$ cat config.mk
export PLATFORM = sky130hd
export DESIGN_NAME = r2_stage
export DESIGN_NICKNAME = d
export VERILOG_FILES = /design/src/hdl/r2_cfg_pkg.sv /design/src/hdl/r2_data_pkg.sv /design/src/hdl/r2_stage.sv /design/src/hdl/r2_row_merge.sv /design/src/hdl/r2_prefix_sum.sv /design/src/hdl/r2_window_sum.sv /design/src/hdl/r2_controller.sv
export SDC_FILE = /design/constraint.sdc
export NUM_CORES = 1
export LEC_CHECK = 0
export BUFFER_PORTS_ARGS = -buffer_cell sky130_fd_sc_hd__buf_2
export CORE_ASPECT_RATIO = 1.1
export CORE_UTILIZATION = 45
export CTS_CLUSTER_DIAMETER = 40
export DETAILED_ROUTE_END_ITERATION = 10
export PLACE_DENSITY = 0.66
export SLEW_MARGIN = 20
export SYNTH_ARGS = -nofsm -noshare
export SYNTH_HDL_FRONTEND = slang
export SYNTH_HIERARCHICAL = 1
export SYNTH_SLANG_ARGS = --single-unit
$ cat constraint.sdc
create_clock -name clk -period 3.45 [get_ports clk]
set_input_delay 0 -clock clk [delete_from_list [all_inputs] [get_ports clk]]
set_output_delay 0 -clock clk [all_outputs]
set_load 0.02 [all_outputs]
$ cat src/hdl/r2_cfg_pkg.sv
package r2_cfg_pkg;

    // *************************************************************************
    // Image geometry.
    // *************************************************************************
    localparam int COLS = 16;
    localparam int ROWS = 4;

    // The first full window ends on column WIN-1.
    localparam int WIN = 4;

    // *************************************************************************
    // Word widths.
    // *************************************************************************
    localparam int PIX_W = 8;

    // Wide enough for a full row of 255s.
    localparam int SUM_W = 12;

    localparam int COL_W = 10;
    localparam int ROW_W = 3;

endpackage
$ cat src/hdl/r2_data_pkg.sv
package r2_data_pkg;

    import r2_cfg_pkg::*;

    // Pixel as delivered by the column stage.
    typedef struct packed {
        logic             valid;
        logic [PIX_W-1:0] pix;
    } r2_pix_t;

    // Controller strobes, valid in the cycle of the current pixel.
    typedef struct packed {
        logic             ld_en;
        logic             sum_en;
        logic             cum_en;
        logic             row_last;
        logic [COL_W-1:0] col;
    } r2_ctrl_t;

    // One result per pixel position.
    typedef struct packed {
        logic             valid;
        logic [SUM_W-1:0] win_sum;
        logic [SUM_W-1:0] cum_sum;
        logic [COL_W-1:0] col;
        logic             row_last;
    } r2_out_t;

endpackage

$ cat src/hdl/r2_stage.sv
`timescale 1ns/100ps

module r2_stage (
    input  logic                 clk,
    input  logic                 rst,
    input  logic                 i_row_ready,
    input  r2_data_pkg::r2_pix_t i_pix,
    input  logic                 i_frame_start,
    output r2_data_pkg::r2_out_t o_out,
    output logic                 o_frame_done,
    output logic                 o_busy
);

    import r2_cfg_pkg::*;
    import r2_data_pkg::*;

    r2_ctrl_t         ctrl;
    logic [SUM_W-1:0] win_sum;
    logic             win_valid;
    logic [SUM_W-1:0] cum_sum;
    logic             cum_valid;

    r2_controller ctrl_i (
        .clk          (clk),
        .rst          (rst),
        .i_row_ready  (i_row_ready),
        .i_frame_start(i_frame_start),
        .i_pix_valid  (i_pix.valid),
        .o_ctrl       (ctrl),
        .o_frame_done (o_frame_done),
        .o_busy       (o_busy)
    );

    // Both sums see the same pixel stream in parallel.
    r2_window_sum win_i (
        .clk      (clk),
        .rst      (rst),
        .i_pix    (i_pix),
        .i_ld_en  (ctrl.ld_en),
        .i_sum_en (ctrl.sum_en),
        .o_win_sum(win_sum),
        .o_valid  (win_valid)
    );

    r2_prefix_sum cum_i (
        .clk      (clk),
        .rst      (rst),
        .i_pix    (i_pix),
        .i_ld_en  (ctrl.ld_en),
        .i_cum_en (ctrl.cum_en),
        .o_cum_sum(cum_sum),
        .o_valid  (cum_valid)
    );

    r2_row_merge merge_i (
        .clk        (clk),
        .rst        (rst),
        .i_win_sum  (win_sum),
        .i_win_valid(win_valid),
        .i_cum_sum  (cum_sum),
        .i_cum_valid(cum_valid),
        .i_ctrl     (ctrl),
        .o_out      (o_out)
    );

endmodule

$ cat src/hdl/r2_row_merge.sv
`timescale 1ns/100ps

module r2_row_merge (
    input  logic                         clk,
    input  logic                         rst,
    input  logic [r2_cfg_pkg::SUM_W-1:0] i_win_sum,
    input  logic                         i_win_valid,
    input  logic [r2_cfg_pkg::SUM_W-1:0] i_cum_sum,
    input  logic                         i_cum_valid,
    input  r2_data_pkg::r2_ctrl_t        i_ctrl,
    output r2_data_pkg::r2_out_t         o_out
);

    import r2_cfg_pkg::*;

    logic [COL_W-1:0] col_q;
    logic             last_q;
    logic             both_valid;
    logic             out_valid;
    logic             out_last;
    logic [SUM_W-1:0] out_win;
    logic [SUM_W-1:0] out_cum;
    logic [COL_W-1:0] out_col;

    // Column and row end trail the sums by one register.
    always_ff @(posedge clk) begin
        col_q <= i_ctrl.col;
    end

    always_ff @(posedge clk or posedge rst) begin
        if (rst) begin
            last_q    <= 1'b0;
            out_valid <= 1'b0;
            out_last  <= 1'b0;
        end else begin
            last_q    <= i_ctrl.row_last;
            out_valid <= both_valid;
            out_last  <= both_valid && last_q;
        end
    end

    assign both_valid = i_win_valid && i_cum_valid;

    always_ff @(posedge clk) begin
        if (both_valid) begin
            out_win <= i_win_sum;
            out_cum <= i_cum_sum;
            out_col <= col_q;
        end
    end

    always_comb begin
        o_out.valid    = out_valid;
        o_out.win_sum  = out_win;
        o_out.cum_sum  = out_cum;
        o_out.col      = out_col;
        o_out.row_last = out_last;
    end

endmodule

$ cat src/hdl/r2_prefix_sum.sv
`timescale 1ns/100ps

module r2_prefix_sum (
    input  logic                         clk,
    input  logic                         rst,
    input  r2_data_pkg::r2_pix_t         i_pix,
    input  logic                         i_ld_en,
    input  logic                         i_cum_en,
    output logic [r2_cfg_pkg::SUM_W-1:0] o_cum_sum,
    output logic                         o_valid
);

    import r2_cfg_pkg::*;

    logic [SUM_W-1:0] acc_q;
    logic [SUM_W-1:0] pix_ext;

    assign pix_ext = SUM_W'(i_pix.pix);

    // The first pixel of a row replaces the previous total.
    always_ff @(posedge clk or posedge rst) begin
        if (rst) begin
            acc_q <= '0;
        end else if (i_ld_en) begin
            acc_q <= pix_ext;
        end else if (i_pix.valid) begin
            acc_q <= acc_q + pix_ext;
        end
    end

    always_ff @(posedge clk or posedge rst) begin
        if (rst) begin
            o_valid <= 1'b0;
        end else begin
            o_valid <= i_cum_en;
        end
    end

    assign o_cum_sum = acc_q;

endmodule

$ cat src/hdl/r2_window_sum.sv
`timescale 1ns/100ps

module r2_window_sum (
    input  logic                         clk,
    input  logic                         rst,
    input  r2_data_pkg::r2_pix_t         i_pix,
    input  logic                         i_ld_en,
    input  logic                         i_sum_en,
    output logic [r2_cfg_pkg::SUM_W-1:0] o_win_sum,
    output logic                         o_valid
);

    import r2_cfg_pkg::*;

    logic [PIX_W-1:0] win_q [WIN];
    logic [SUM_W-1:0] total_q;
    logic [SUM_W-1:0] newest;
    logic [SUM_W-1:0] oldest;

    assign newest = SUM_W'(i_pix.pix);
    assign oldest = SUM_W'(win_q[WIN-1]);

    // Shift window. Entry 0 is the newest pixel.
    always_ff @(posedge clk) begin
        if (i_ld_en) begin
            win_q[0] <= i_pix.pix;
            for (int i = 1; i < WIN; i++) begin
                win_q[i] <= '0;
            end
        end else if (i_pix.valid) begin
            win_q[0] <= i_pix.pix;
            for (int i = 1; i < WIN; i++) begin
                win_q[i] <= win_q[i-1];
            end
        end
    end

    // Running total, add newest and drop oldest.
    always_ff @(posedge clk or posedge rst) begin
        if (rst) begin
            total_q <= '0;
        end else if (i_ld_en) begin
            total_q <= newest;
        end else if (i_pix.valid) begin
            total_q <= total_q + newest - oldest;
        end
    end

    always_ff @(posedge clk or posedge rst) begin
        if (rst) begin
            o_valid <= 1'b0;
        end else begin
            o_valid <= i_sum_en;
        end
    end

    assign o_win_sum = total_q;

endmodule

$ cat src/hdl/r2_controller.sv
`timescale 1ns/100ps

module r2_controller (
    input  logic                  clk,
    input  logic                  rst,
    input  logic                  i_row_ready,
    input  logic                  i_frame_start,
    input  logic                  i_pix_valid,
    output r2_data_pkg::r2_ctrl_t o_ctrl,
    output logic                  o_frame_done,
    output logic                  o_busy
);

    import r2_cfg_pkg::*;

    typedef enum logic [2:0] {
        S_IDLE      = 3'd0,
        S_START     = 3'd1,
        S_START_ROW = 3'd2,
        S_SUM       = 3'd3,
        S_CUM       = 3'd4,
        S_FINISH    = 3'd5,
        S_DONE      = 3'd6
    } state_t;

    state_t           state;
    state_t           next_state;
    logic [COL_W-1:0] stretch_cnt;
    logic             stretch_on;
    logic             row_active;
    logic [COL_W-1:0] col_cnt;
    logic [ROW_W-1:0] row_cnt;
    logic             in_row;
    logic             row_end;
    logic             frame_last;

    // *************************************************************************
    // Row ready stretcher and counters.
    // *************************************************************************
    always_ff @(posedge clk or posedge rst) begin
        if (rst) begin
            stretch_cnt <= '0;
            stretch_on  <= 1'b0;
        end else if (i_row_ready) begin
            stretch_cnt <= '0;
            stretch_on  <= 1'b1;
        end else if (stretch_on && stretch_cnt < COL_W'(COLS)) begin
            stretch_cnt <= stretch_cnt + 1'b1;
        end else begin
            stretch_cnt <= '0;
            stretch_on  <= 1'b0;
        end
    end

    assign row_active = i_row_ready | stretch_on;

    // Column index of the pixel on the input this cycle.
    always_ff @(posedge clk or posedge rst) begin
        if (rst) begin
            col_cnt <= '0;
        end else if (i_row_ready) begin
            col_cnt <= '0;
        end else if (row_active && i_pix_valid) begin
            col_cnt <= col_cnt + 1'b1;
        end
    end

    assign row_end    = (state == S_CUM) && i_pix_valid && (col_cnt == COL_W'(COLS - 1));
    assign frame_last = (row_cnt == ROW_W'(ROWS - 1));

    always_ff @(posedge clk or posedge rst) begin
        if (rst) begin
            row_cnt <= '0;
        end else if (i_frame_start) begin
            row_cnt <= '0;
        end else if (row_end && !frame_last) begin
            row_cnt <= row_cnt + 1'b1;
        end
    end

    // *************************************************************************
    // Sequencer.
    // *************************************************************************
    always_ff @(posedge clk or posedge rst) begin
        if (rst) begin
            state <= S_IDLE;
        end else begin
            state <= next_state;
        end
    end

    always_comb begin
        next_state = state;
        case (state)
            S_IDLE: begin
                if (i_frame_start) begin
                    next_state = S_START;
                end
            end
            S_START: begin
                if (i_row_ready) begin
                    next_state = S_START_ROW;
                end
            end
            S_START_ROW: begin
                if (!row_active) begin
                    next_state = S_FINISH;
                end else if (i_pix_valid) begin
                    next_state = S_SUM;
                end
            end
            // Window still filling.
            S_SUM: begin
                if (!row_active) begin
                    next_state = S_FINISH;
                end else if (i_pix_valid && col_cnt == COL_W'(WIN - 2)) begin
                    next_state = S_CUM;
                end
            end
            S_CUM: begin
                if (!row_active) begin
                    next_state = S_FINISH;
                end else if (row_end) begin
                    next_state = frame_last ? S_FINISH : S_START;
                end
            end
            S_FINISH: next_state = S_DONE;
            S_DONE:   next_state = S_IDLE;
            default:  next_state = S_IDLE;
        endcase
    end

    assign in_row = ((state == S_START_ROW) || (state == S_SUM) || (state == S_CUM))
                    && i_pix_valid;

    always_comb begin
        o_ctrl.ld_en    = (state == S_START_ROW) && i_pix_valid;
        o_ctrl.sum_en   = (state == S_CUM) && i_pix_valid;
        o_ctrl.cum_en   = in_row;
        o_ctrl.row_last = row_end;
        o_ctrl.col      = col_cnt;
    end

    // Frame done lands one cycle after the last output word.
    always_ff @(posedge clk or posedge rst) begin
        if (rst) begin
            o_frame_done <= 1'b0;
        end else begin
            o_frame_done <= (state == S_DONE);
        end
    end

    assign o_busy = (state != S_IDLE);

endmodule

* Word level (Yosys, flattened, before mapping) *
Memory sizes are Yosys's and may differ from the RTL's.
Index checks and enable logic that the tools add are counted.

word-level totals
  register bits = 101
  memory bits (writable) = 32
  output and inout bits = 38
  logic and storage cells = 95
  memories = 1

operators by class
  $add $sub $neg = 6
  magnitude comparators = 1
  eq/ne operators = 15
  muxes and demuxes = 31
  bitwise operators = 5
  reductions and logical operators = 19

memory list
  name         words  bits a word  rd ports  clocked after Yosys merged registers in  wr ports  RTL line             text
  win_i.win_q  4      8            4         0                                        4         r2_window_sum.sv:15  logic [PIX_W-1:0] win_q [WIN];

operator list
  kind                                                         number
  2-to-1 mux 12 bit                                            4
  2-to-1 mux 10 bit                                            4
  2-to-1 mux 3 bit                                             11
  2-to-1 mux 8 bit                                             4
  adder 12 x 8 -> 12 bit                                       2
  adder 10 x 1 -> 10 bit, second input constant                2
  one-hot mux 3 bit (6 select lines)                           1
  subtractor 12 x 8 -> 12 bit                                  1
  == test 10 x 2 -> 1 bit, second input constant               1
  == test 10 x 4 -> 1 bit, second input constant               1
  logical AND 1 bit                                            10
  less-than comparator 10 x 5 -> 1 bit, second input constant  1
  == test 3 x 2 -> 1 bit, second input constant                3
  == test 3 bit, second input constant                         3
  != test 3 bit, second input constant                         3
  2-to-1 mux 1 bit                                             7
  != test 2 bit, second input constant                         3
  nonzero test 2 bit                                           3
  bitwise OR 1 bit                                             5
  AND reduction 5 bit                                          1
  adder 3 x 1 -> 3 bit, second input constant                  1
  == test 3 x 1 -> 1 bit, second input constant                1
  zero test 3 bit                                              1
  nonzero test 3 bit                                           1
  2 further kinds                                              3

* Longest topological paths before layout *
Gate-level depths: netlist of the first run.

  word-level depth = 6
  gate-level depth with buffers = 10
  gate-level depth less buffers = 10

* Hierarchy *
Netlist of the first run, hierarchy kept.

modules (own cells, without submodules)
  module         times used  cells an instance  area each (µm²)
  r2_window_sum  1           234                2,526.2
  r2_controller  1           139                1,428.9
  r2_row_merge   1           52                 1,327.5
  r2_prefix_sum  1           107                957.2

* Least setup slack after synthesis of the first run *
OpenSTA, ideal clock, no wires.

  path type = register to register
  start point = register win_i.total_q[1] (netlist: win_i/o_win_sum[1])
  end point = register win_i.total_q[8] (netlist: win_i/o_win_sum[8])
  arrival = 2.335 ns
  data required time = 3.319 ns
  setup slack = 0.984 ns
  cell stages (with the launch flop) = 10
  path buffers = 0
  period minus slack after synthesis = 2.466 ns
  cells stage by stage = dfrtp_1 inv_1 fa_1 inv_1 fa_1 a21oi_1 o21ai_1 a31oi_1 nor4_1 or3_1

between the ends
  longest elaborated chain between the ends = 4

ends and longest elaborated chain
  what                         RTL line             text
  from (decl)                  r2_window_sum.sv:16  logic [SUM_W-1:0] total_q;
  from (signal assigned)       r2_window_sum.sv:43  total_q <= newest;
  from (signal assigned)       r2_window_sum.sv:45  total_q <= total_q + newest - oldest;
  adder 12 x 8 -> 12 bit       r2_window_sum.sv:45
  subtractor 12 x 8 -> 12 bit  r2_window_sum.sv:45
  2-to-1 mux 12 bit            r2_window_sum.sv:44  end else if (i_pix.valid) begin
  2-to-1 mux 12 bit            r2_window_sum.sv:42  end else if (i_ld_en) begin

No other way between the ends. The select of a mux whose other input is x is not followed.
A chain may end at the register's enable or synchronous reset.

* Worst setup path in the final report of the first run *
Same ends and word-level chain as after synthesis.

==> results of run 1 <==
worst paths after layout:
kind | start | end | slack, ns | cells after the start
min | i_pix[8] | ctrl_i/col_cnt[1] | 0.16 | 3
max in group asynchronous | rst | merge_i/out_last | 2.76 | 4
max | win_i/o_win_sum[1] | win_i/o_win_sum[8] | 0.66 | 9
min reg2reg | merge_i/col_q[0] | merge_i/out_col[0] | 0.40 | 0
min in group asynchronous | rst | cum_i/o_valid | 0.21 | 3
max reg2reg | win_i/o_win_sum[1] | win_i/o_win_sum[8] | 0.66 | 9
cells in the mapped netlist (3+ instances only):
cell and count:
sky130_fd_sc_hd__xnor2_1 10, sky130_fd_sc_hd__fa_1 9, sky130_fd_sc_hd__o2111ai_1 3, sky130_fd_sc_hd__nand3_1 15, sky130_fd_sc_hd__buf_6 4, sky130_fd_sc_hd__o311ai_0 3, sky130_fd_sc_hd__dfxtp_1 10, sky130_fd_sc_hd__ha_1 25
sky130_fd_sc_hd__a211oi_1 4, sky130_fd_sc_hd__edfxtp_1 66, sky130_fd_sc_hd__buf_2 3, sky130_fd_sc_hd__nor2b_1 7, sky130_fd_sc_hd__nor2_1 28, sky130_fd_sc_hd__nor3b_1 7, sky130_fd_sc_hd__nand4_1 7, sky130_fd_sc_hd__clkbuf_1 8
sky130_fd_sc_hd__and3_1 5, sky130_fd_sc_hd__a311oi_1 3, sky130_fd_sc_hd__dfrtp_1 57, sky130_fd_sc_hd__xor2_1 8, sky130_fd_sc_hd__o211ai_1 3, sky130_fd_sc_hd__a22oi_1 3, sky130_fd_sc_hd__o21ai_0 25, sky130_fd_sc_hd__nor4b_1 4
sky130_fd_sc_hd__or3_1 4, sky130_fd_sc_hd__and2_1 29, sky130_fd_sc_hd__inv_1 52, sky130_fd_sc_hd__nand2b_1 5, sky130_fd_sc_hd__nor3_1 5, sky130_fd_sc_hd__buf_4 6, sky130_fd_sc_hd__a21oi_1 27, sky130_fd_sc_hd__a31oi_1 4
sky130_fd_sc_hd__mux2i_1 8, sky130_fd_sc_hd__a21o_1 3, sky130_fd_sc_hd__nand2_1 32
worst max-delay path: stages, from the launching register on:
cell	delay, ns
sky130_fd_sc_hd__dfrtp_1	0.35
sky130_fd_sc_hd__inv_1	0.06
sky130_fd_sc_hd__fa_1	0.51
sky130_fd_sc_hd__inv_1	0.07
sky130_fd_sc_hd__fa_1	0.47
sky130_fd_sc_hd__a21oi_1	0.25
sky130_fd_sc_hd__o21ai_1	0.13
sky130_fd_sc_hd__a31oi_1	0.40
sky130_fd_sc_hd__nor4_1	0.08
sky130_fd_sc_hd__or3_1	0.35
cell families after synthesis:
| family | count (synthesis) | synth area share, % |
|---|---|---|
| compound gates | 99 | 10.4 |
| xor+xnor | 18 | 2.53 |
| fa+ha+maj | 34 | 7.90 |
| buf+inv | 74 | 5.35 |
| flops | 133 | 57.8 |
| mux | 10 | 1.70 |
| other cells | 1 | 0.0601 |
| simple gates | 163 | 14.3 |
area by class of cell:
| type | instances | share of cell area [%] |
|---|---|---|
| Sequential cell | 133 | 49.0 |
| Timing Repair Buffer | 66 | 5.43 |
| Multi-Input combinational cell | 329 | 31.4 |
| Clock inverter | 8 | 0.713 |
| Tap cell | 184 | 3.13 |
| Inverter | 52 | 2.65 |
| Clock buffer | 24 | 7.69 |
placed cells by master, fill, tap and decap left out, types with 3 or more instances in the layout:
cell / instances
sky130_fd_sc_hd__edfxtp_1: 66
sky130_fd_sc_hd__dfrtp_1: 57
sky130_fd_sc_hd__inv_1: 51
sky130_fd_sc_hd__buf_2: 50
sky130_fd_sc_hd__nand2_1: 32
sky130_fd_sc_hd__nor2_1: 28
sky130_fd_sc_hd__and2_1: 28
sky130_fd_sc_hd__a21oi_1: 27
sky130_fd_sc_hd__o21ai_0: 25
sky130_fd_sc_hd__ha_1: 25
sky130_fd_sc_hd__clkbuf_16: 21
sky130_fd_sc_hd__nand3_1: 15
sky130_fd_sc_hd__dlygate4sd3_1: 12
sky130_fd_sc_hd__xnor2_1: 10
sky130_fd_sc_hd__dfxtp_1: 10
sky130_fd_sc_hd__fa_1: 9
sky130_fd_sc_hd__xor2_1: 8
sky130_fd_sc_hd__mux2i_1: 8
sky130_fd_sc_hd__nor3b_1: 7
sky130_fd_sc_hd__nor2b_1: 7
sky130_fd_sc_hd__nand4_1: 7
sky130_fd_sc_hd__and3_1: 5
sky130_fd_sc_hd__nor3_1: 5
sky130_fd_sc_hd__nand2b_1: 5
sky130_fd_sc_hd__conb_1: 5
sky130_fd_sc_hd__nor4b_1: 4
sky130_fd_sc_hd__a31oi_1: 4
sky130_fd_sc_hd__or3_1: 4
sky130_fd_sc_hd__a211oi_1: 4
sky130_fd_sc_hd__buf_4: 4
sky130_fd_sc_hd__clkbuf_8: 3
sky130_fd_sc_hd__clkinv_2: 3
sky130_fd_sc_hd__a22oi_1: 3
sky130_fd_sc_hd__o211ai_1: 3
sky130_fd_sc_hd__a311oi_1: 3
sky130_fd_sc_hd__a21o_1: 3
sky130_fd_sc_hd__o311ai_0: 3
sky130_fd_sc_hd__o2111ai_1: 3
per-layer routing:
| metal | share of wire [%] | vias up | routed length [um] |
|---|---|---|---|
| met1 | 45 | 1999 | 5310 |
| met4 | 1.3 | 0 | 149 |
| met3 | 4.4 | 14 | 518 |
| li1 | - | 2020 | - |
| met2 | 49 | 96 | 5730 |
| met5 | 0 | - | 0 |
flip-flops by register name (all words and copies together) (netlist names), 3 cells and up:
register	count
merge_i/out_col	10
merge_i/col_q	10
ctrl_i/stretch_cnt	10
win_i/o_win_sum	12
merge_i/out_win	12
cum_i/o_cum_sum	12
ctrl_i/col_cnt	10
ctrl_i/row_cnt	3
win_i/win_q	32
merge_i/out_cum	12
ctrl_i/state	3
what timing repair did:
item                                   4_1_cts  5_1_grt
endpoints found under the hold margin       95        0
setup endpoints to repair                    0        0
hold buffers                                12        0
stage by stage:
step	instances	worst slack, ns	area (sq um)
floorplan	536	0.984	6250
detailed placement	752	0.712	6630
finish	796	0.665	7370
global route	796	0.509	7370
global placement	752	0.815	6630
CTS	796	0.688	7370
report_power, final:
group	switching (mW)	internal [mW]	leakage (nW)
combinational	1.21	0.855	1.43
sequential	0.201	1.99	1.45
clock	0.658	1.15	0.310
total	2.07	3.99	3.19
==> implementation parameters, run 1 <==
Parameter                              Value

Critical path
  Max FO, Critical Path ... 5
  Nature of the critical path endpoint ... flip-flop
  Data arrival time of the critical path ... 3.09 ns
  Kind of start point of the critical path ... flip-flop
  Required time of the critical path ... 3.76 ns
  Critical setup path kind ... flip-flop to flip-flop

Clock tree
  CTS H-tree lvls ... 4
  Clk sinks ... 133
  Clock transition time at the flip-flop clock pins of the worst setup and hold paths ... 0.06 ns
  Post-cts gate resize count ... 0
  Maximum buffer depth of the clock tree ... 2
  Root cell of the clock tree ... sky130_fd_sc_hd__clkbuf_16
  Worst-Skew Late Latency ... 0.43 ns
  Setup fix buffers added after clock tree synthesis ... 0
  Number of buffers created by CTS ... 17
  Clock tree from TritonCTS ... yes

Global routing
  Global-route wire length before repair ... 19700 um
  GR met2 Demand/Resource ... 28.9%
  Global-route track usage on met3 ... 5.53%
  Via count of the first global-routing pass ... 4032
  Maximum number of pins on one net before global-route repair ... 45
  Most utilized layer in the global route result ... met2
  Met1 usage in global routing ... 23.5%
  GRT Residual Overflow ... 0
  Number of antenna violations at the first check in global routing ... 0
  Combined global-route utilization of all metal layers ... 18.4%

STA
  Worst slew margin relative to its limit ... 36.6%
  Total negative slack for setup checks ... 0 ns
  Highest clock frequency the design can meet ... 0.359 GHz
  Setup violators final ... 0
  Crit share post-route ... 80.7%
  Number of slew-limit violations in the final report ... 0
  Least-Margin Pin Slew ... 0.951 ns
  Worst hold margin ... 0.161 ns
  Shortest clock period the worst path allows after layout ... 2.79 ns
  Unrepaired setup endpoints after global routing ... no
  Final setup skew ... 0.0120 ns
  Hold Fails Final Rpt ... 0

Routing
  DRC Markers ... 0
  Number of vias in the routed layout ... 4129
  Number of nets with antenna violations after routing ... 0
  1st-iter DRT viols ... 294
  Wirelength, routed ... 11700 um
  Routed len/inst ... 14.7 um
  Ratio of routed vias to standard cells ... 5.19
  Number of search-and-repair iterations in the first detailed-routing pass ... 4

Final layout
  Final standard cell utilization of the core ... 55.1%
  Area of combinational cells with multiple inputs ... 2310 sq um
  FF+latch area ... 3610 sq um
  Share of cells above drive strength 1 ... 15.7%
  ANT cells ... 0
  Number of inserted filler cells in the final layout ... 1119
  Area growth from synthesis to final layout ... 18.1%
  Count of nets after finishing ... 646

Hold path
  Class of the tightest hold or removal check ... input pin to flip-flop

Die
  Width of the chip ... 114 um
  Number of placement rows ... 44
  Count of pins on the block boundary ... 51
  Overall die area ... 14300 sq um
  Initial standard-cell utilization of the core ... 46.6%
  Standard cell core area ... 13400 sq um
  Die extent in y ... 126 um

Place
  HPWL after DPL ... 7900 um
  # port buffers ... 50
  Weighted congestion at the end of routability-driven global placement ... 0.846

Synth
  Number of flops mapped to enable cells by yosys ... 66
  Cell taking the most area after synthesis ... sky130_fd_sc_hd__edfxtp_1
  Area fraction of the dominant cell type after synthesis ... 31.8%
  Synthesized netlist cell count ... 532
  Number of flip-flops and latches in the synthesized netlist ... 133
  Share of flip-flops with an asynchronous set or reset after synthesis ... 42.9%
  Post-synthesis area per instance ... 11.7 sq um
  Sequential fraction of the synthesis area ... 57.8%
  Top cells by area, synth ... sky130_fd_sc_hd__edfxtp_1 (32%), sky130_fd_sc_hd__dfrtp_1 (23%), sky130_fd_sc_hd__ha_1 (5.0%)
  Yosys warning total ... 6
  Post-synthesis instance area ... 6240 sq um
  Post-synthesis cell type count ... 66
  Primary flip-flop cell chosen by synthesis mapping ... sky130_fd_sc_hd__edfxtp_1

Run
  # Max-Cap Violations ... 0

Power and ir drop
  Final Total Pwr ... 6.06 mW
  Leakage dissipation ... 3.19 nW
  Pwr dens ... 823 nW/um^2
  Largest voltage drop on the vdd net ... 0.000401 V

Status
  Result of the run ... completed
Note: power is estimated with default switching activity, not from simulation.
==> inputs of run 2 (changes only) <==
--- a/config.mk
+++ b/config.mk
@@ -10,7 +10,7 @@
 export CORE_UTILIZATION = 45
 export CTS_CLUSTER_DIAMETER = 40
 export DETAILED_ROUTE_END_ITERATION = 10
-export PLACE_DENSITY = 0.66
+export PLACE_DENSITY = 0.68
 export SLEW_MARGIN = 20
 export SYNTH_ARGS = -nofsm -noshare
 export SYNTH_HDL_FRONTEND = slang
==> constraint.sdc (replaced) <==
create_clock -name clk -period 2.4 [get_ports clk]
set_input_delay 0 -clock clk [delete_from_list [all_inputs] [get_ports clk]]
set_output_delay 0 -clock clk [all_outputs]
set_load 0.02 [all_outputs]
==> implementation parameters, run 2 (synthesized netlist as in run 1, its figures left out) <==
Parameter                              Value

Die
  Initial standard-cell utilization of the core ... 46.6%
  Number of placement rows ... 44
  Standard cell core area ... 13400 sq um
  Overall die area ... 14300 sq um
  Width of the chip ... 114 um
  Die extent in y ... 126 um
  Count of pins on the block boundary ... 51

Power and ir drop
  Leakage dissipation ... 3.35 nW
  Pwr dens ... 1240 nW/um^2
  Final Total Pwr ... 9.52 mW
  Largest voltage drop on the vdd net ... 0.000674 V

Final layout
  Most flop-heavy register ... win_i/win_q
  Most frequent standard cell in the layout excluding fill and tap cells ... sky130_fd_sc_hd__edfxtp_1
  ANT cells ... 0
  Flip-flop count of the largest register after layout ... 32
  Area growth from synthesis to final layout ... 23.4%
  Most frequent cells in the layout ... sky130_fd_sc_hd__edfxtp_1 (66), sky130_fd_sc_hd__dfrtp_1 (57), sky130_fd_sc_hd__buf_2 (50)
  Share of cells above drive strength 1 ... 22.7%
  Final Non-Filler Cells ... 833
  Final standard cell utilization of the core ... 57.6%
  Count of nets after finishing ... 683

Place
  # port buffers ... 50
  Weighted congestion at the end of routability-driven global placement ... 0.869
  Count of placed standard cells including taps ... 778
  HPWL after DPL ... 8770 um

STA
  Highest clock frequency the design can meet ... 0.394 GHz
  Worst hold margin ... 0.220 ns
  Shortest clock period the worst path allows after layout ... 2.54 ns
  Final setup skew ... 0.00751 ns
  Number of slew-limit violations in the final report ... 0
  Least-Margin Pin Slew ... 0.668 ns
  Setup violators final ... 5
  Worst slew margin relative to its limit ... 55.4%
  Total negative slack for setup checks ... -0.480 ns
  Hold Fails Final Rpt ... 0
  Crit share post-route ... 106%
  Smallest setup slack after layout ... -0.140 ns
  Unrepaired setup endpoints after global routing ... yes

Global routing
  Number of antenna violations at the first check in global routing ... 0
  Global-route wire length before repair ... 22000 um
  Maximum number of pins on one net before global-route repair ... 33
  Combined global-route utilization of all metal layers ... 20.2%
  GRT Residual Overflow ... 0
  Via count of the first global-routing pass ... 4532

Critical path
  Max FO, Critical Path ... 2
  Required time of the critical path ... 2.67 ns
  Data arrival time of the critical path ... 2.81 ns
  Launch point of the worst reg-to-reg path ... win_i/o_win_sum[1]
  Kind of start point of the critical path ... flip-flop
  Critical setup path kind ... flip-flop to flip-flop
  Start point of the critical path ... win_i/o_win_sum[1]
  Nature of the critical path endpoint ... flip-flop

Clock tree
  Clock transition time at the flip-flop clock pins of the worst setup and hold paths ... 0.06 ns
  Number of buffers created by CTS ... 17
  Root cell of the clock tree ... sky130_fd_sc_hd__clkbuf_16
  CTS H-tree lvls ... 4
  Clk sinks ... 133
  Clock tree from TritonCTS ... yes
  Maximum buffer depth of the clock tree ... 2
  Worst-Skew Late Latency ... 0.42 ns

Hold path
  Class of the tightest hold or removal check ... input pin to asynchronous set/reset pin

Routing
  Number of search-and-repair iterations in the first detailed-routing pass ... 4
  Routed len/inst ... 15.9 um
  DRC Markers ... 0
  Wirelength, routed ... 13300 um
  1st-iter DRT viols ... 283
  Number of nets with antenna violations after routing ... 0
  Number of vias in the routed layout ... 4414
  Ratio of routed vias to standard cells ... 5.30

Status
  Result of the run ... finished, violations left
  Failing checks ... negative setup slack

Run
  # Max-Cap Violations ... 0
-- run 2: power breakdown --
group	internal, mW	switching (mW)
sequential	2.86	0.234
clock	1.45	0.913
combinational	1.87	2.19
total	6.19	3.33
-- run 2: final cells by class --
| class | count | area, sq um |
|---|---|---|
| repair buffers | 103 | 697 |
| clock buffers | 24 | 503 |
| clock inverters | 8 | 46.3 |
| multi-input cells | 329 | 2420 |
| well taps | 184 | 230 |
| inverters | 52 | 195 |
| fillers | 1121 | 5680 |
| flip-flops and latches | 133 | 3610 |
-- run 2: repair_timing --
item / 4_1_cts / 5_1_grt
hold endpoints to repair: 95 / 0
pin swaps: 11 / 14
setup endpoints to repair: 7 / 8
hold buffers: 13 / 0
buffers inserted: 8 / 2
resized for setup: 13 / 9
-- run 2: routing by layer --
| layer | routed length, um | GRT usage (%) |
|---|---|---|
| met1 | 5560 | 23.8 |
| met5 | 0 | 0 |
| met2 | 6770 | 33.8 |
| met3 | 642 | 6.30 |
| met4 | 315 | 9.09 |
-- run 2: worst max-delay path, cell delays in order, from the launching register on --
cell,delay [ns]
sky130_fd_sc_hd__dfrtp_1,0.36
sky130_fd_sc_hd__inv_1,0.07
sky130_fd_sc_hd__fa_1,0.53
sky130_fd_sc_hd__inv_2,0.07
sky130_fd_sc_hd__ha_4,0.25
sky130_fd_sc_hd__a211oi_4,0.28
sky130_fd_sc_hd__o21ai_2,0.13
sky130_fd_sc_hd__a311oi_2,0.38
sky130_fd_sc_hd__mux2i_1,0.22
sky130_fd_sc_hd__o311ai_1,0.11
-- run 2: final timing paths --
check                      cells past startpoint  slack [ns]                  to
setup / recovery                               9       -0.14  win_i/o_win_sum[7]
setup reg to reg                               9       -0.14  win_i/o_win_sum[7]
hold reg to reg                                0        0.40  merge_i/out_col[5]
hold / removal                                 3        0.22  cum_i/o_cum_sum[7]
max in group asynchronous                      4        1.69      merge_i/last_q
min in group clk                               3        0.35   ctrl_i/row_cnt[1]
-- run 2: through the flow --
stage	instance area [sq um]	setup WS, ns
detailed placement	6850	-0.304
global route	7700	-0.256
floorplan	6270	-0.0367
finish	7700	-0.140
CTS	7650	-0.187
global placement	6850	-0.148
==> inputs of run 3 (changes only) <==
--- a/config.mk
+++ b/config.mk
@@ -7,10 +7,10 @@
 export LEC_CHECK = 0
 export BUFFER_PORTS_ARGS = -buffer_cell sky130_fd_sc_hd__buf_2
 export CORE_ASPECT_RATIO = 1.1
-export CORE_UTILIZATION = 45
+export CORE_UTILIZATION = 35
 export CTS_CLUSTER_DIAMETER = 40
 export DETAILED_ROUTE_END_ITERATION = 10
-export PLACE_DENSITY = 0.68
+export PLACE_DENSITY = 0.62
 export SLEW_MARGIN = 20
 export SYNTH_ARGS = -nofsm -noshare
 export SYNTH_HDL_FRONTEND = slang
==> implementation parameters, run 3 (synthesized netlist as in run 1, its figures left out) <==
Parameter                              Value

Final layout
  ANT cells ... 0
  Count of nets after finishing ... 676
  Area growth from synthesis to final layout ... 24.3%
  Flip-flop count of the largest register after layout ... 32
  Final standard cell utilization of the core ... 45.1%
  Most frequent cells in the layout ... sky130_fd_sc_hd__edfxtp_1 (66), sky130_fd_sc_hd__dfrtp_1 (57), sky130_fd_sc_hd__buf_2 (50)
  Number of inserted filler cells in the final layout ... 1581
  Most frequent standard cell in the layout excluding fill and tap cells ... sky130_fd_sc_hd__edfxtp_1
  Share of cells above drive strength 1 ... 23.4%
  Most flop-heavy register ... win_i/win_q

Global routing
  Via count of the first global-routing pass ... 4410
  Global-route wire length before repair ... 21500 um
  Maximum number of pins on one net before global-route repair ... 35
  GRT Residual Overflow ... 0
  Combined global-route utilization of all metal layers ... 15.3%
  Number of antenna violations at the first check in global routing ... 0

Routing
  Ratio of routed vias to standard cells ... 4.92
  DRC Markers ... 0
  Number of search-and-repair iterations in the first detailed-routing pass ... 4
  Wirelength, routed ... 13000 um
  Number of vias in the routed layout ... 4312
  Routed len/inst ... 14.8 um
  1st-iter DRT viols ... 329
  Number of nets with antenna violations after routing ... 0

Die
  Die extent in y ... 142 um
  Initial standard-cell utilization of the core ... 36.3%
  Number of placement rows ... 50
  Width of the chip ... 129 um
  Count of pins on the block boundary ... 51
  Standard cell core area ... 17200 sq um
  Overall die area ... 18400 sq um

Status
  Failing checks ... negative setup slack
  Result of the run ... finished, violations left

Power and ir drop
  Pwr dens ... 1230 nW/um^2
  Leakage dissipation ... 3.33 nW
  Final Total Pwr ... 9.51 mW
  Largest voltage drop on the vdd net ... 0.000579 V

Critical path
  Required time of the critical path ... 2.74 ns
  Combined buffer and inverter count along the critical path ... 3
  Cells traversed along the worst timing path ... inv_2, fa_1, inv_2, ha_4, o211ai_1, o21ai_2, a311oi_4, buf_4, or4_1, nand3_1
  Critical setup path kind ... flip-flop to flip-flop
  Max FO, Critical Path ... 4
  Slowest library cell on the worst path ... sky130_fd_sc_hd__fa_1
  Worst stage delay on the critical path ... 0.53 ns
  Kind of start point of the critical path ... flip-flop
  Nature of the critical path endpoint ... flip-flop
  Data arrival time of the critical path ... 2.83 ns
  Top cell family by delay on the critical path ... adder cells
  Most numerous cell on the critical path ... sky130_fd_sc_hd__inv_2

STA
  Number of slew-limit violations in the final report ... 0
  Unrepaired setup endpoints after global routing ... yes
  Final setup skew ... 0.00712 ns
  Worst slew margin relative to its limit ... 52.7%
  Highest clock frequency the design can meet ... 0.403 GHz
  Shortest clock period the worst path allows after layout ... 2.48 ns
  Least-Margin Pin Slew ... 0.709 ns
  Crit share post-route ... 104%
  Hold Fails Final Rpt ... 0
  Setup violators final ... 5
  Smallest setup slack after layout ... -0.0844 ns

Clock tree
  Clk sinks ... 133
  CTS H-tree lvls ... 4
  Clock tree from TritonCTS ... yes
  Maximum buffer depth of the clock tree ... 2
  Worst-Skew Late Latency ... 0.41 ns
  Number of buffers created by CTS ... 17
  Root cell of the clock tree ... sky130_fd_sc_hd__clkbuf_16
  Clock transition time at the flip-flop clock pins of the worst setup and hold paths ... 0.06 ns

Place
  Weighted congestion at the end of routability-driven global placement ... 0.861
  HPWL after DPL ... 8930 um
  # port buffers ... 50

Run
  # Max-Cap Violations ... 0

Hold path
  Class of the tightest hold or removal check ... input pin to flip-flop
-- run 3: changes by cell type in the layout (fill, tap and decap cells not counted), sizes merged --
| cell | delta |
|---|---|
| clkinv | -5 |
| clkinvlp | +1 |
| inv | +11 |
| buf | -5 |
| clkbuf | -7 |
| dlygate4sd3 | -2 |
-- run 3: report_power, final --
| group | total (mW) | leakage [nW] | internal (mW) | switching [mW] |
|---|---|---|---|---|
| Sequential | 3.10 | 1.46 | 2.86 | 0.244 |
| Clock | 2.44 | 0.270 | 1.37 | 1.08 |
| Combinational | 3.97 | 1.60 | 1.86 | 2.11 |
-- run 3: routing by layer --
| metal | track usage [%] | up-vias | wire [um] |
|---|---|---|---|
| met5 | 0 | - | 0 |
| li1 | - | 2085 | - |
| met2 | 26.0 | 94 | 6420 |
| met1 | 18.2 | 2112 | 5730 |
| met3 | 4.29 | 21 | 603 |
| met4 | 6.01 | 0 | 226 |
-- run 3: final cells by class --
| cell class | count | area (sq um) | share of cell area, % |
|---|---|---|---|
| timing repair buffer | 96 | 648 | 8.36 |
| tap | 234 | 293 | 3.77 |
| sequential | 133 | 3610 | 46.5 |
| clock buffer | 17 | 425 | 5.48 |
| multi-input combinational | 329 | 2450 | 31.6 |
| clock inverter | 15 | 133 | 1.71 |
| inverter | 52 | 195 | 2.52 |
-- run 3: final timing paths --
kind / start / endpoint / slack [ns] / depth (start not counted)
worst min register to register: merge_i/col_q[4] / merge_i/out_col[4] / 0.40 / 0
max in group asynchronous: rst / win_i/o_win_sum[9] / 1.66 / 3
worst max register to register: win_i/o_win_sum[4] / win_i/o_win_sum[9] / -0.08 / 10
worst min-delay path: i_pix[8] / ctrl_i/col_cnt[1] / 0.02 / 2
worst max-delay path: win_i/o_win_sum[4] / win_i/o_win_sum[9] / -0.08 / 10
min in group asynchronous: rst / merge_i/last_q / 0.04 / 3
-- run 3: timing repair --
action                                  in CTS  in global routing
hold buffers                                11                  0
setup buffers                                4                  4
endpoints found under the setup margin       6                  7
resized for setup                           13                 14
hold endpoints to repair                    94                  0
pin swaps                                   11                 13
-- run 3: through the flow --
step / std cells / setup TNS (ns) / hold WS (ns) / area, sq um / worst slack, ns
floorplan: 536 / -0.0367 / -0.246 / 6270 / -0.0367
global placement: 825 / -0.295 / -0.0979 / 6900 / -0.112
detailed placement: 825 / -0.708 / -0.0960 / 6900 / -0.169
CTS: 872 / -0.102 / 0.00124 / 7670 / -0.0627
global route: 876 / -0.788 / 0.0162 / 7760 / -0.197
finish: 876 / -0.282 / 0.0238 / 7760 / -0.0844
